$ cat config.mk
export PLATFORM = sky130hd
export DESIGN_NAME = trace_debugger
export DESIGN_NICKNAME = d
export VERILOG_FILES = /design/src/trdb_pkg.sv /design/src/trace_debugger.sv /design/src/trdb_branch_map.sv /design/src/trdb_itype_detector.sv /design/src/trdb_packet_emitter.sv /design/src/trdb_priority.sv /design/src/trdb_resync_counter.sv /design/src/trdb_stage_pipe.sv
export VERILOG_INCLUDE_DIRS = /design/src
export SDC_FILE = /design/constraint.sdc
export NUM_CORES = 1
export LEC_CHECK = 0
export BUFFER_PORTS_ARGS = -buffer_cell sky130_fd_sc_hd__buf_2
export CAP_MARGIN = 25
export CELL_PAD_IN_SITES_DETAIL_PLACEMENT = 0
export CELL_PAD_IN_SITES_GLOBAL_PLACEMENT = 1
export CORE_MARGIN = 4
export CORE_UTILIZATION = 48
export DETAILED_ROUTE_END_ITERATION = 8
export PLACE_DENSITY = 0.86
export SETUP_SLACK_MARGIN = 0.3
export SYNTH_ARGS = -nofsm -noshare
export SYNTH_HDL_FRONTEND = slang
export SYNTH_SLANG_ARGS = --single-unit
$ cat constraint.sdc
create_clock -name clk_i -period 9.5 [get_ports clk_i]
set_clock_uncertainty 0.2 [all_clocks]
set_input_delay 0.95 -clock clk_i [delete_from_list [all_inputs] [get_ports clk_i]]
set_output_delay 0.95 -clock clk_i [all_outputs]
set_load 0.05 [all_outputs]
$ cat src/trdb_consts.svh
// trace encoder widths, packet lengths in bytes and the resync limit
`ifndef TRDB_CONSTS_SVH
`define TRDB_CONSTS_SVH

// core side widths
`define TRDB_XLEN        32
`define TRDB_CAUSE_LEN   5
`define TRDB_PRIV_LEN    2
`define TRDB_INST_LEN    32

// branch map depth and its count width
`define TRDB_BMAP_LEN    31
`define TRDB_BCOUNT_LEN  5

// packet payload and length field
`define TRDB_PAYLOAD_LEN 96
`define TRDB_P_LEN       4

// decided instructions between forced sync packets
`define TRDB_RESYNC_MAX  16

// payload lengths per format, in bytes
`define TRDB_LEN_START   5
`define TRDB_LEN_EXC     10
`define TRDB_LEN_ADDR    5
`define TRDB_LEN_BFULL   9

`endif

$ cat src/trdb_pkg.sv
// packet format, subformat and instruction kind enums
// structs for core inputs, trap csrs, window entries and packets
`include "trdb_consts.svh"

package trdb_pkg;

    // packet formats kept by this encoder
    typedef enum logic [1:0] {
        F_BRANCH_FULL = 2'd1,
        F_ADDR_ONLY   = 2'd2,
        F_SYNC        = 2'd3
    } trdb_format_e;

    // sync subformats
    typedef enum logic [1:0] {
        SF_START     = 2'd0,
        SF_EXCEPTION = 2'd1
    } trdb_sync_sub_e;

    // what the tc instruction is, as far as tracing cares
    typedef enum logic [1:0] {
        IT_OTHER    = 2'd0,
        IT_BRANCH   = 2'd1,
        IT_UPDISCON = 2'd2
    } trdb_itype_e;

    // one retired instruction from the core
    typedef struct packed {
        logic                          valid;
        logic                          iretired;
        logic                          exception;
        logic                          interrupt;
        logic [`TRDB_PRIV_LEN-1:0]     priv;
        logic [`TRDB_INST_LEN-1:0]     inst_data;
        logic [`TRDB_XLEN-1:0]         pc;
    } trdb_inst_t;

    // causes and tvals, index is the privilege level
    typedef struct packed {
        logic [3:0][`TRDB_CAUSE_LEN-1:0] cause;
        logic [3:0][`TRDB_XLEN-1:0]      tval;
    } trdb_trap_csr_t;

    // one entry of the lc/tc/nc window
    typedef struct packed {
        logic                          valid;
        logic                          exception;
        logic                          interrupt;
        logic [`TRDB_PRIV_LEN-1:0]     priv;
        logic [`TRDB_CAUSE_LEN-1:0]    cause;
        logic [`TRDB_XLEN-1:0]         tval;
        logic [`TRDB_INST_LEN-1:0]     inst_data;
        logic [`TRDB_XLEN-1:0]         pc;
    } trdb_stage_t;

    // packet handed to the encapsulator
    typedef struct packed {
        trdb_format_e                  format;
        trdb_sync_sub_e                sub;
        logic [`TRDB_P_LEN-1:0]        length;
        logic [`TRDB_PAYLOAD_LEN-1:0]  payload;
    } trdb_packet_t;

endpackage

$ cat src/trace_debugger.sv
// trace encoder top, stage chain wiring and the stall request
`include "trdb_consts.svh"

module trace_debugger (
    input  logic                     clk_i,
    input  logic                     rst_ni,
    input  trdb_pkg::trdb_inst_t     inst_i,
    input  trdb_pkg::trdb_trap_csr_t trap_i,
    input  logic                     encapsulator_ready_i,
    input  logic                     lossless_trace_i,
    output logic                     packet_valid_o,
    output trdb_pkg::trdb_packet_t   packet_o,
    output logic                     stall_o
);

    // window
    trdb_pkg::trdb_stage_t       nc, tc, lc;
    logic                        first;
    logic                        decide;
    // instruction kind
    trdb_pkg::trdb_itype_e       tc_itype;
    logic                        tc_taken;
    logic                        lc_updiscon;
    // branch map and resync
    logic [`TRDB_BMAP_LEN-1:0]   map;
    logic [`TRDB_BCOUNT_LEN-1:0] count;
    logic                        full;
    logic                        resync;
    // format decision
    logic                        emit;
    trdb_pkg::trdb_format_e      format;
    trdb_pkg::trdb_sync_sub_e    sub;
    logic                        flush;

    trdb_stage_pipe i_stage_pipe (
        .clk_i    (clk_i),
        .rst_ni   (rst_ni),
        .inst_i   (inst_i),
        .trap_i   (trap_i),
        .nc_o     (nc),
        .tc_o     (tc),
        .lc_o     (lc),
        .first_o  (first),
        .decide_o (decide)
    );

    trdb_itype_detector i_itype_detector (
        .clk_i         (clk_i),
        .rst_ni        (rst_ni),
        .accept_i      (inst_i.valid && inst_i.iretired),
        .tc_i          (tc),
        .nc_i          (nc),
        .tc_itype_o    (tc_itype),
        .tc_taken_o    (tc_taken),
        .lc_updiscon_o (lc_updiscon)
    );

    trdb_branch_map i_branch_map (
        .clk_i       (clk_i),
        .rst_ni      (rst_ni),
        .decide_i    (decide),
        .is_branch_i (tc_itype == trdb_pkg::IT_BRANCH),
        .taken_i     (tc_taken),
        .flush_i     (flush),
        .map_o       (map),
        .count_o     (count),
        .full_o      (full)
    );

    // restarts on every sync packet
    trdb_resync_counter i_resync_counter (
        .clk_i    (clk_i),
        .rst_ni   (rst_ni),
        .decide_i (decide),
        .sync_i   (emit && (format == trdb_pkg::F_SYNC)),
        .resync_o (resync)
    );

    trdb_priority i_priority (
        .decide_i      (decide),
        .first_i       (first),
        .lc_i          (lc),
        .tc_i          (tc),
        .lc_updiscon_i (lc_updiscon),
        .count_i       (count),
        .full_i        (full),
        .resync_i      (resync),
        .emit_o        (emit),
        .format_o      (format),
        .sub_o         (sub),
        .flush_o       (flush)
    );

    trdb_packet_emitter i_packet_emitter (
        .clk_i          (clk_i),
        .rst_ni         (rst_ni),
        .emit_i         (emit),
        .format_i       (format),
        .sub_i          (sub),
        .lc_i           (lc),
        .tc_i           (tc),
        .map_i          (map),
        .count_i        (count),
        .packet_valid_o (packet_valid_o),
        .packet_o       (packet_o)
    );

    // core holds back instructions while the encapsulator is busy
    assign stall_o = lossless_trace_i && !encapsulator_ready_i;

endmodule

$ cat src/trdb_branch_map.sv
// branch outcome map with branch count and full flag
// tc branch included combinationally, stored or flushed on decide
`include "trdb_consts.svh"

module trdb_branch_map (
    input  logic                        clk_i,
    input  logic                        rst_ni,
    input  logic                        decide_i,
    input  logic                        is_branch_i,
    input  logic                        taken_i,
    input  logic                        flush_i,
    output logic [`TRDB_BMAP_LEN-1:0]   map_o,
    output logic [`TRDB_BCOUNT_LEN-1:0] count_o,
    output logic                        full_o
);
    import trdb_pkg::*;

    logic [`TRDB_BMAP_LEN-1:0]   map_q;
    logic [`TRDB_BCOUNT_LEN-1:0] count_q;

    // map and count as they stand with the pending branch in
    always_comb begin
        map_o   = map_q;
        count_o = count_q;
        if (decide_i && is_branch_i) begin
            // 1 means not taken, next free slot is at count
            map_o[count_q] = !taken_i;
            count_o        = count_q + 1'b1;
        end
    end

    assign full_o = count_o == `TRDB_BMAP_LEN;

    always_ff @(posedge clk_i or negedge rst_ni) begin
        if (!rst_ni) begin
            map_q   <= '0;
            count_q <= '0;
        end else if (decide_i) begin
            if (flush_i) begin
                // contents went out in the packet
                map_q   <= '0;
                count_q <= '0;
            end else begin
                map_q   <= map_o;
                count_q <= count_o;
            end
        end
    end

endmodule

$ cat src/trdb_itype_detector.sv
// tc instruction classification and branch direction
// lc uninferable discontinuity flag
module trdb_itype_detector (
    input  logic                  clk_i,
    input  logic                  rst_ni,
    input  logic                  accept_i,
    input  trdb_pkg::trdb_stage_t tc_i,
    input  trdb_pkg::trdb_stage_t nc_i,
    output trdb_pkg::trdb_itype_e tc_itype_o,
    output logic                  tc_taken_o,
    output logic                  lc_updiscon_o
);
    import trdb_pkg::*;

    logic lc_updiscon_q;

    always_comb begin
        tc_itype_o = IT_OTHER;
        if (tc_i.valid) begin
            if (tc_i.inst_data[6:0] == 7'b1100011) begin
                tc_itype_o = IT_BRANCH;
            end else if (tc_i.inst_data[6:0] == 7'b1100111) begin
                // jalr target is not inferable
                tc_itype_o = IT_UPDISCON;
            end else if (tc_i.inst_data == 32'h3020_0073 ||
                         tc_i.inst_data == 32'h1020_0073 ||
                         tc_i.inst_data == 32'h0020_0073) begin
                // mret, sret, uret
                tc_itype_o = IT_UPDISCON;
            end
        end
    end

    // no compressed instructions, fall through is always pc + 4
    assign tc_taken_o = nc_i.pc != (tc_i.pc + 32'd4);

    // flag moves to lc together with the instruction
    always_ff @(posedge clk_i or negedge rst_ni) begin
        if (!rst_ni) begin
            lc_updiscon_q <= 1'b0;
        end else if (accept_i) begin
            lc_updiscon_q <= tc_itype_o == IT_UPDISCON;
        end
    end

    assign lc_updiscon_o = lc_updiscon_q;

endmodule

$ cat src/trdb_packet_emitter.sv
// payload packing per format, length from the format
// registered packet and one cycle valid pulse
`include "trdb_consts.svh"

module trdb_packet_emitter (
    input  logic                         clk_i,
    input  logic                         rst_ni,
    input  logic                         emit_i,
    input  trdb_pkg::trdb_format_e       format_i,
    input  trdb_pkg::trdb_sync_sub_e     sub_i,
    input  trdb_pkg::trdb_stage_t        lc_i,
    input  trdb_pkg::trdb_stage_t        tc_i,
    input  logic [`TRDB_BMAP_LEN-1:0]    map_i,
    input  logic [`TRDB_BCOUNT_LEN-1:0]  count_i,
    output logic                         packet_valid_o,
    output trdb_pkg::trdb_packet_t       packet_o
);
    import trdb_pkg::*;

    trdb_packet_t packet_d;
    trdb_packet_t packet_q;
    logic         valid_q;

    // fields packed from bit 0 upward, rest stays zero
    always_comb begin
        packet_d        = '0;
        packet_d.format = format_i;
        packet_d.sub    = SF_START;
        packet_d.payload[1:0] = format_i;
        case (format_i)
            F_SYNC: begin
                packet_d.sub           = sub_i;
                packet_d.payload[3:2]  = sub_i;
                packet_d.payload[5:4]  = tc_i.priv;
                packet_d.payload[37:6] = tc_i.pc;
                packet_d.length        = `TRDB_P_LEN'(`TRDB_LEN_START);
                if (sub_i == SF_EXCEPTION) begin
                    // trap info of the instruction that trapped
                    packet_d.payload[42:38] = lc_i.cause;
                    packet_d.payload[43]    = lc_i.interrupt;
                    packet_d.payload[75:44] = lc_i.tval;
                    packet_d.length         = `TRDB_P_LEN'(`TRDB_LEN_EXC);
                end
            end
            F_BRANCH_FULL: begin
                packet_d.payload[6:2]   = count_i;
                packet_d.payload[37:7]  = map_i;
                packet_d.payload[69:38] = tc_i.pc;
                packet_d.length         = `TRDB_P_LEN'(`TRDB_LEN_BFULL);
            end
            default: begin
                // address only
                packet_d.payload[33:2] = tc_i.pc;
                packet_d.length        = `TRDB_P_LEN'(`TRDB_LEN_ADDR);
            end
        endcase
    end

    always_ff @(posedge clk_i or negedge rst_ni) begin
        if (!rst_ni) begin
            valid_q <= 1'b0;
        end else begin
            // one cycle pulse per emission
            valid_q <= emit_i;
        end
    end

    always_ff @(posedge clk_i) begin
        if (emit_i) begin
            packet_q <= packet_d;
        end
    end

    assign packet_valid_o = valid_q;
    assign packet_o       = packet_q;

endmodule

$ cat src/trdb_priority.sv
// packet format and subformat selection for the tc instruction
// emit and branch map flush
`include "trdb_consts.svh"

module trdb_priority (
    input  logic                         decide_i,
    input  logic                         first_i,
    input  trdb_pkg::trdb_stage_t        lc_i,
    input  trdb_pkg::trdb_stage_t        tc_i,
    input  logic                         lc_updiscon_i,
    input  logic [`TRDB_BCOUNT_LEN-1:0]  count_i,
    input  logic                         full_i,
    input  logic                         resync_i,
    output logic                         emit_o,
    output trdb_pkg::trdb_format_e       format_o,
    output trdb_pkg::trdb_sync_sub_e     sub_o,
    output logic                         flush_o
);
    import trdb_pkg::*;

    logic lc_exc;
    logic privchange;
    logic sync_req;

    // lc only counts when it holds a real instruction
    assign lc_exc     = lc_i.valid && lc_i.exception;
    assign privchange = lc_i.valid && (lc_i.priv != tc_i.priv);
    assign sync_req   = first_i || lc_exc || privchange || resync_i;

    always_comb begin
        emit_o   = 1'b0;
        format_o = F_ADDR_ONLY;
        sub_o    = SF_START;
        if (sync_req) begin
            // full sync, trap info when lc trapped
            emit_o   = 1'b1;
            format_o = F_SYNC;
            sub_o    = lc_exc ? SF_EXCEPTION : SF_START;
        end else if (lc_updiscon_i) begin
            // target address, plus any pending branches
            emit_o   = 1'b1;
            format_o = (count_i != '0) ? F_BRANCH_FULL : F_ADDR_ONLY;
        end else if (full_i) begin
            emit_o   = 1'b1;
            format_o = F_BRANCH_FULL;
        end
        // nothing is decided outside the decide cycle
        if (!decide_i) begin
            emit_o = 1'b0;
        end
    end

    // every packet carries or drops the map
    assign flush_o = emit_o;

endmodule

$ cat src/trdb_resync_counter.sv
// counter of decided instructions since the last sync packet
`include "trdb_consts.svh"

module trdb_resync_counter (
    input  logic clk_i,
    input  logic rst_ni,
    input  logic decide_i,
    input  logic sync_i,
    output logic resync_o
);
    import trdb_pkg::*;

    logic [$clog2(`TRDB_RESYNC_MAX + 1)-1:0] cnt_q;

    always_ff @(posedge clk_i or negedge rst_ni) begin
        if (!rst_ni) begin
            cnt_q <= '0;
        end else if (decide_i) begin
            if (sync_i) begin
                cnt_q <= '0;
            end else if (cnt_q != `TRDB_RESYNC_MAX) begin
                // saturate until the sync goes out
                cnt_q <= cnt_q + 1'b1;
            end
        end
    end

    assign resync_o = cnt_q == `TRDB_RESYNC_MAX;

endmodule

$ cat src/trdb_stage_pipe.sv
// trap cause/tval select by privilege, trace activation
// lc/tc/nc instruction window and the decide strobe
`include "trdb_consts.svh"

module trdb_stage_pipe (
    input  logic                    clk_i,
    input  logic                    rst_ni,
    input  trdb_pkg::trdb_inst_t    inst_i,
    input  trdb_pkg::trdb_trap_csr_t trap_i,
    output trdb_pkg::trdb_stage_t   nc_o,
    output trdb_pkg::trdb_stage_t   tc_o,
    output trdb_pkg::trdb_stage_t   lc_o,
    output logic                    first_o,
    output logic                    decide_o
);
    import trdb_pkg::*;

    logic                       accept;
    logic [`TRDB_CAUSE_LEN-1:0] cause;
    logic [`TRDB_XLEN-1:0]      tval;
    trdb_stage_t                nc_d;
    trdb_stage_t                nc_q, tc_q, lc_q;
    logic                       trace_activated;
    logic                       nc_first_q, tc_first_q;
    logic                       decide_q;

    // window only moves on a retired instruction
    assign accept = inst_i.valid && inst_i.iretired;

    // m, vs, s, u
    always_comb begin
        case (inst_i.priv)
            2'b11: begin
                cause = trap_i.cause[3];
                tval  = trap_i.tval[3];
            end
            2'b10: begin
                cause = trap_i.cause[2];
                tval  = trap_i.tval[2];
            end
            2'b01: begin
                cause = trap_i.cause[1];
                tval  = trap_i.tval[1];
            end
            default: begin
                cause = trap_i.cause[0];
                tval  = trap_i.tval[0];
            end
        endcase
    end

    // new nc entry
    always_comb begin
        nc_d           = '0;
        nc_d.valid     = 1'b1;
        nc_d.exception = inst_i.exception;
        nc_d.interrupt = inst_i.interrupt;
        nc_d.priv      = inst_i.priv;
        nc_d.cause     = cause;
        nc_d.tval      = tval;
        nc_d.inst_data = inst_i.inst_data;
        nc_d.pc        = inst_i.pc;
    end

    always_ff @(posedge clk_i or negedge rst_ni) begin
        if (!rst_ni) begin
            nc_q            <= '0;
            tc_q            <= '0;
            lc_q            <= '0;
            trace_activated <= 1'b0;
            nc_first_q      <= 1'b0;
            tc_first_q      <= 1'b0;
            decide_q        <= 1'b0;
        end else begin
            // tc gets a valid entry exactly when nc held one
            decide_q <= accept && nc_q.valid;
            if (accept) begin
                lc_q            <= tc_q;
                tc_q            <= nc_q;
                nc_q            <= nc_d;
                trace_activated <= 1'b1;
                // first marker follows its instruction down the window
                nc_first_q      <= !trace_activated;
                tc_first_q      <= nc_first_q;
            end
        end
    end

    assign nc_o     = nc_q;
    assign tc_o     = tc_q;
    assign lc_o     = lc_q;
    assign first_o  = tc_first_q;
    assign decide_o = decide_q;

endmodule
== After elaboration in Yosys (flattened, before gate mapping) ==
Index checks and enable logic that the tools add are counted.

* $add $sub $neg: 3
* Reduce and logical (&&, ||, !) cells: 20
* $lt $le $gt $ge: 2
* Mux-type cells: 30
* Equality and inequality tests: 18

{| class="wikitable"
|+ Operator list
! operator !! count
|-
| $pmux 32 s3 || 1
|-
| $pmux 36 s2 || 1
|-
| $pmux 32 s2 || 1
|-
| $mux 31 || 2
|-
| $add 32x3->32 const B || 1
|-
| $eq 32x22->1 const B || 1
|-
| $eq 32x29->1 const B || 1
|-
| $eq 32x30->1 const B || 1
|-
| $mux 32 || 1
|-
| $ne 32x32->1 || 1
|-
| $bwmux 31 || 1
|-
| $mux 5 || 4
|-
| $mux 2 || 9
|-
| $pmux 5 s3 || 1
|-
| $eq 7x7->1 const B || 2
|-
| $add 5x1->5 const B || 2
|-
| $eq 5x5->1 const B || 2
|-
| $eq 2x1->1 const B || 4
|-
| $eq 2x2->1 const B || 4
|-
| $logic_and 1x1->1 || 8
|-
| $pmux 4 s2 || 1
|-
| $lt 5x6->1 const B || 1
|-
| $mux 1 || 6
|-
| $demux 1 s5 || 1
|-
| other kinds (9) || 16
|}

* Output and inout port bits: 106
* Input port bits: 222
* Logic and storage cells: 108
* Register bits after elaboration: 384

== Logic depth before layout (Yosys ltp) ==
* Depth after elaboration: 18
* Mapped depth: 12
* Mapped depth without buffers: 9

== Hierarchy ==
A second synthesis with hierarchy kept.

* Cell total of the unflattened synthesis: 1,580
* Area total of the unflattened synthesis: 21,084.0 µm²

{| class="wikitable"
|+ Modules (own cells, without submodules)
! module !! area each (µm²) !! seq. area each (µm²) !! times used !! cells each
|-
| trdb_stage_pipe || 12,707.2 || 8,032.7 || 1 || 725
|-
| trdb_packet_emitter || 4,321.6 || 2,487.4 || 1 || 350
|-
| trdb_branch_map || 2,383.5 || 900.9 || 1 || 283
|-
| trdb_itype_detector || 1,237.4 || 25.0 || 1 || 173
|-
| trdb_resync_counter || 304.0 || 125.1 || 1 || 30
|-
| trdb_priority || 105.1 || 0.0 || 1 || 15
|-
| trace_debugger || 25.0 || 0.0 || 1 || 4
|}

== Worst setup path before layout ==
OpenSTA, ideal clock, no wires.

* Path type: reg-to-reg
* Start: reg i_branch_map.count_q[0]
* End: reg i_packet_emitter.packet_q, in the netlist i_packet_emitter.packet_o[100] (enable)
* Cell stages (with the launch flop): 9
* Slack: 5.148 ns
* Clock period less this slack: 4.352 ns
* Buffers on the path: 2
* Arrival: 3.703 ns
* Path through: dfrtp_1 clkbuf_1 inv_1 ha_1 and4_1 o22ai_1 nand3_1 clkbuf_1 and2_1

* Cells in the longest elaborated chain, start to end: 7

{| class="wikitable"
|+ Ends and longest elaborated chain
! element !! RTL line !! source
|-
| from (decl) || trdb_branch_map.sv:19 || <nowiki>logic [`TRDB_BCOUNT_LEN-1:0] count_q;</nowiki>
|-
| from (signal assigned) || trdb_branch_map.sv:45 || <nowiki>count_q <= count_o;</nowiki>
|-
| $add 5x1->5 || trdb_branch_map.sv:28 || <nowiki>count_o = count_q + 1'b1;</nowiki>
|-
| $mux 5 * || trdb_branch_map.sv:25 || <nowiki>if (decide_i && is_branch_i) begin</nowiki>
|-
| $eq 5x5->1 (no source line) * || - ||
|-
| $mux 1 * || trdb_priority.sv:43 || <nowiki>end else if (full_i) begin</nowiki>
|-
| $mux 1 * || trdb_priority.sv:39 || <nowiki>end else if (lc_updiscon_i) begin</nowiki>
|-
| $mux 1 * || trdb_priority.sv:34 || <nowiki>if (sync_req) begin</nowiki>
|-
| $mux 1 * || trdb_priority.sv:48 || <nowiki>if (!decide_i) begin</nowiki>
|-
| via emit || trace_debugger.sv:30 || <nowiki>logic emit;</nowiki>
|-
| to (signal assigned) || trdb_packet_emitter.sv:70 || <nowiki>packet_q <= packet_d;</nowiki>
|-
| to (decl) || trdb_packet_emitter.sv:21 || <nowiki>trdb_packet_t packet_q;</nowiki>
|}

Mark *: on every way through the listed nets, which the timed path passes. The rest lies on a longest branch.
A chain may end at the register's enable or synchronous reset.

== Final worst setup path ==
* Start: reg i_stage_pipe.tc_q, in the netlist i_stage_pipe.tc_o[4]
* End: reg i_branch_map.map_q[27]

* Cells in the longest elaborated chain, start to end: 6

{| class="wikitable"
|+ Ends and longest elaborated chain
! element !! RTL line !! source
|-
| from (decl) || trdb_stage_pipe.sv:22 || <nowiki>trdb_stage_t nc_q, tc_q, lc_q;</nowiki>
|-
| from (signal assigned) || trdb_stage_pipe.sv:79 || <nowiki>tc_q <= nc_q;</nowiki>
|-
| $add 32x3->32 || trdb_itype_detector.sv:35 || <nowiki>assign tc_taken_o = nc_i.pc != (tc_i.pc + 32'd4);</nowiki>
|-
| $ne 32x32->1 || trdb_itype_detector.sv:35 ||
|-
| $logic_not 1->1 || trdb_branch_map.sv:27 || <nowiki>map_o[count_q] = !taken_i;</nowiki>
|-
| $bwmux 31 || trdb_branch_map.sv:27 ||
|-
| $mux 31 || trdb_branch_map.sv:25 ||
|-
| $mux 31 || trdb_branch_map.sv:39 || <nowiki>if (flush_i) begin</nowiki>
|-
| to (signal assigned) || trdb_branch_map.sv:44 || <nowiki>map_q <= map_o;</nowiki>
|-
| to (decl) || trdb_branch_map.sv:18 || <nowiki>logic [`TRDB_BMAP_LEN-1:0] map_q;</nowiki>
|}

No other way between the ends.

==> key figures <==
Global routing
  • GRT Total Usage: 21.7%
  • Largest net degree at the start of global routing: 98
  • Grt ovf: 0
  • Antenna violations before repair: 3
  • Vias in the first global route: 13.2k
  • First-pass GRT wire length: 71400 um

Power
  • Cell Int Power: 3.51 mW
  • Reg power frac: 44.3%
  • Switching Fraction: 32.6%
  • Clk pwr share: 30.7%
  • Worst vdd ir: 154 uV
  • Pwr per Cell Area: 243 nW/um2
  • Leak: 8.85 nW
  • P_sw: 1.69 mW
  • Combinational power share: 25.0%
  • Tot Pwr: 5.20 mW

Setup path
  • WP data required: 9.74 ns
  • Worst setup SP type: flip-flop
  • Setup Crit Path Kind: flip-flop to flip-flop
  • CP cell instances: nand4_1, nor4_1, mux2_2, nor4_1, nand4_1, nor4_4, buf_4, nand2_2, o31ai_2
  • Cell with the largest stage delay on the worst path: dfrtp_1
  • CP peak stage delay: 0.62 ns
  • Buffers plus inverters on the worst setup path: 1
  • Critical Path AT: 4.53 ns
  • CP delay by family, top: simple AND/OR/NAND/NOR gates
  • Crit path capture type: flip-flop
  • Max FO, Critical Path: 31

Logic synthesis
  • Distinct cells, synth: 69
  • Post-Syn Area per Cell: 12.0 um2
  • Post-synth top area share: 41.4%
  • Synth Register Bits: 381
  • Synth top area cells: dfrtp_1 (41%), mux2_2 (16%), edfxtp_1 (13%)
  • Syn Std Cell Area: 18100 um2
  • Number of synthesized flops with an enable pin: 81
  • Async set-or-reset flop fraction in the synthesized netlist: 78.7%
  • Post-Syn Instances: 1511
  • Area leader, netlist: dfrtp_1
  • Prevailing post-synth register cell: dfrtp_1
  • Synth warnings: 0
  • Register area share after synthesis: 54.8%

Clock network
  • Total CTS buffers: 41
  • CTS root buf: clkbuf_16
  • Worst-case clock buffer depth: 3
  • Clk_lat worst skew: 0.55 ns
  • CTS tree: yes
  • Hold Buf Count CTS: 0
  • H-tree depth: 2
  • Clk sink count: 381
  • Post-CTS setup buffers: 0
  • Worst-path clk slew: 0.06 ns
  • Resize count post-CTS: 0

Floorplan
  • Core Footprint: 37000 um2
  • Die ar.: 40900 um2
  • Std cell rows: 70
  • Initial Util: 49.0%
  • Die W: 202 um
  • Io pins: 328
  • Die H: 202 um

Drt
  • Post-Route WL: 45400 um
  • DRC: 0
  • DR iter-0 viols: 973
  • Vias after detailed routing: 12.9k
  • Final ANT Viol Nets: 0
  • Avg Vias per Cell: 5.56
  • Wire per inst: 19.6 um
  • TritonRoute pass-1 iters: 5

STA
  • Fin crit period: 4.28 ns
  • Fin crit share: 45.1%
  • Fin worst setup slack: 5.22 ns
  • Final setup fails: 0
  • Unrepaired setup endpoints after global routing: false
  • Max Freq: 233 MHz
  • Fin Setup TNS: 0 ns
  • Max Transition Viols Final: 0
  • Worst Tran Pin Value: 1.05 ns
  • WHS: 0.203 ns
  • Final Hold Viols: 0
  • Slew headroom: 30.2%

Flow run
  • Max-cap violations: 0

Layout
  • Commonest non-fill, non-tap cell in the layout: buf_2
  • Final core occ: 57.9%
  • Nets@finish: 2002
  • Layout area overhead: 18.2%
  • Post-Layout Cell Count: 2311
  • Design area: 21400 um2
  • Most frequent cells in the layout: buf_2 (305), dfrtp_1 (300), mux2_2 (252)
  • FILL cells: 3161
  • Layout cells sized above 1: 38.7%

Placement
  • Setup WS pre-CTS: 5.33 ns
  • I/O Buffers: 306
  • DP Wirelength: 32100 um
  • GPL Wtd Cong: 0.903
  • DP Area: 20000 um2
  • Placed insts: 2232

Min path
  • Worst min path class: input pin to asynchronous set/reset pin

Outcome
  • Status: finished clean
==> power groups by stage <==
stage	Combinational (mW)	Clock (mW)	Sequential, mW
floorplan	0.792	0	2.40
global placement	1.24	0	2.33
detailed placement	1.28	0	2.34
CTS	1.29	1.64	2.31
global route	1.41	1.71	2.35
finish	1.30	1.60	2.31
==> worst register-to-register path, delay by kind of cell (launching register included) <==
kind | cells | cell delay [ns]
AOI/OAI and AO/OA | 1 | 0.44
buffers and inverters | 1 | 0.36
and+or+nand+nor | 6 | 2.16
DFF | 1 | 0.62
muxes | 1 | 0.41
==> state kept, by name, indices dropped and copies added (netlist names) <==
signal                           count
i_branch_map.count_q                 5
i_branch_map.map_q                  31
i_itype_detector.lc_updiscon_o       1
i_packet_emitter.packet_o           81
i_packet_emitter.packet_valid_o      1
i_resync_counter.cnt_q               5
i_stage_pipe.decide_o                1
i_stage_pipe.first_o                 1
i_stage_pipe.lc_o                   42
i_stage_pipe.nc_first_q              1
i_stage_pipe.nc_o                  106
i_stage_pipe.tc_o                  106
==> final cells by class <==
class                           count  area, um2  area share, %
Sequential cell                   381       9940           46.4
Multi-Input combinational cell   1010       7650           35.7
Timing Repair Buffer              324       1760           8.20
Clock buffer                       55       1190           5.57
Tap cell                          504        631           2.94
Clock inverter                     20        188          0.876
Inverter                           15       56.3          0.263
Antenna cell                        2       5.00         0.0234
==> layer usage <==
layer / up-vias / routed length, um / share of wire [%] / track usage [%]
met5: - / 7 / 0.015 / 0
met3: 96 / 2720 / 6.0 / 3.50
met1: 6315 / 18900 / 42 / 29.1
li1: 5978 / - / - / -
met2: 465 / 22300 / 49 / 36.5
met4: 2 / 1520 / 3.4 / 7.27
==> logic make-up after synthesis <==
group / share of synthesized area [%]
adder cells (fa/ha/maj): 0.483
flip-flops: 54.8
multiplexers: 20.5
buffers and inverters: 3.53
AND/OR/NAND/NOR: 10.9
AO/OA/AOI/OAI: 7.52
XOR/XNOR: 2.22
other: 0.0207
==> final timing paths <==
check,startpoint,end,slack (ns),depth (start not counted)
setup reg to reg,i_stage_pipe.tc_o[4]$_DFFE_PN0P_,i_branch_map.map_q[27]$_DFFE_PN0P_,5.22,9
hold reg to reg,i_branch_map.map_q[30]$_DFFE_PN0P_,i_branch_map.map_q[30]$_DFFE_PN0P_,0.28,2
hold / removal,rst_ni,i_stage_pipe.nc_o[79]$_DFFE_PN0P_,0.20,1
min in group clk_i,i_branch_map.map_q[30]$_DFFE_PN0P_,i_branch_map.map_q[30]$_DFFE_PN0P_,0.28,2
max in group asynchronous,rst_ni,i_stage_pipe.tc_o[58]$_DFFE_PN0P_,7.05,4
setup / recovery,i_stage_pipe.tc_o[4]$_DFFE_PN0P_,i_branch_map.map_q[27]$_DFFE_PN0P_,5.22,9
==> cells in the mapped netlist (all sizes together), types with 5 or more instances <==
master  instances
dfrtp         300
mux2          252
nand2         207
o21ai          86
edfxtp         81
clkbuf         78
a21oi          62
nor2           58
buf            47
nand3          44
mux4           37
xnor2          30
a32oi          27
nor4           20
nand4          19
nor3           16
xor2           16
and3           14
inv            14
nand2b          8
ha              7
nor2b           7
o31ai           7
and2            6
a22oi           5
o22ai           5
No activity file was read; power rests on OpenSTA's default activity.
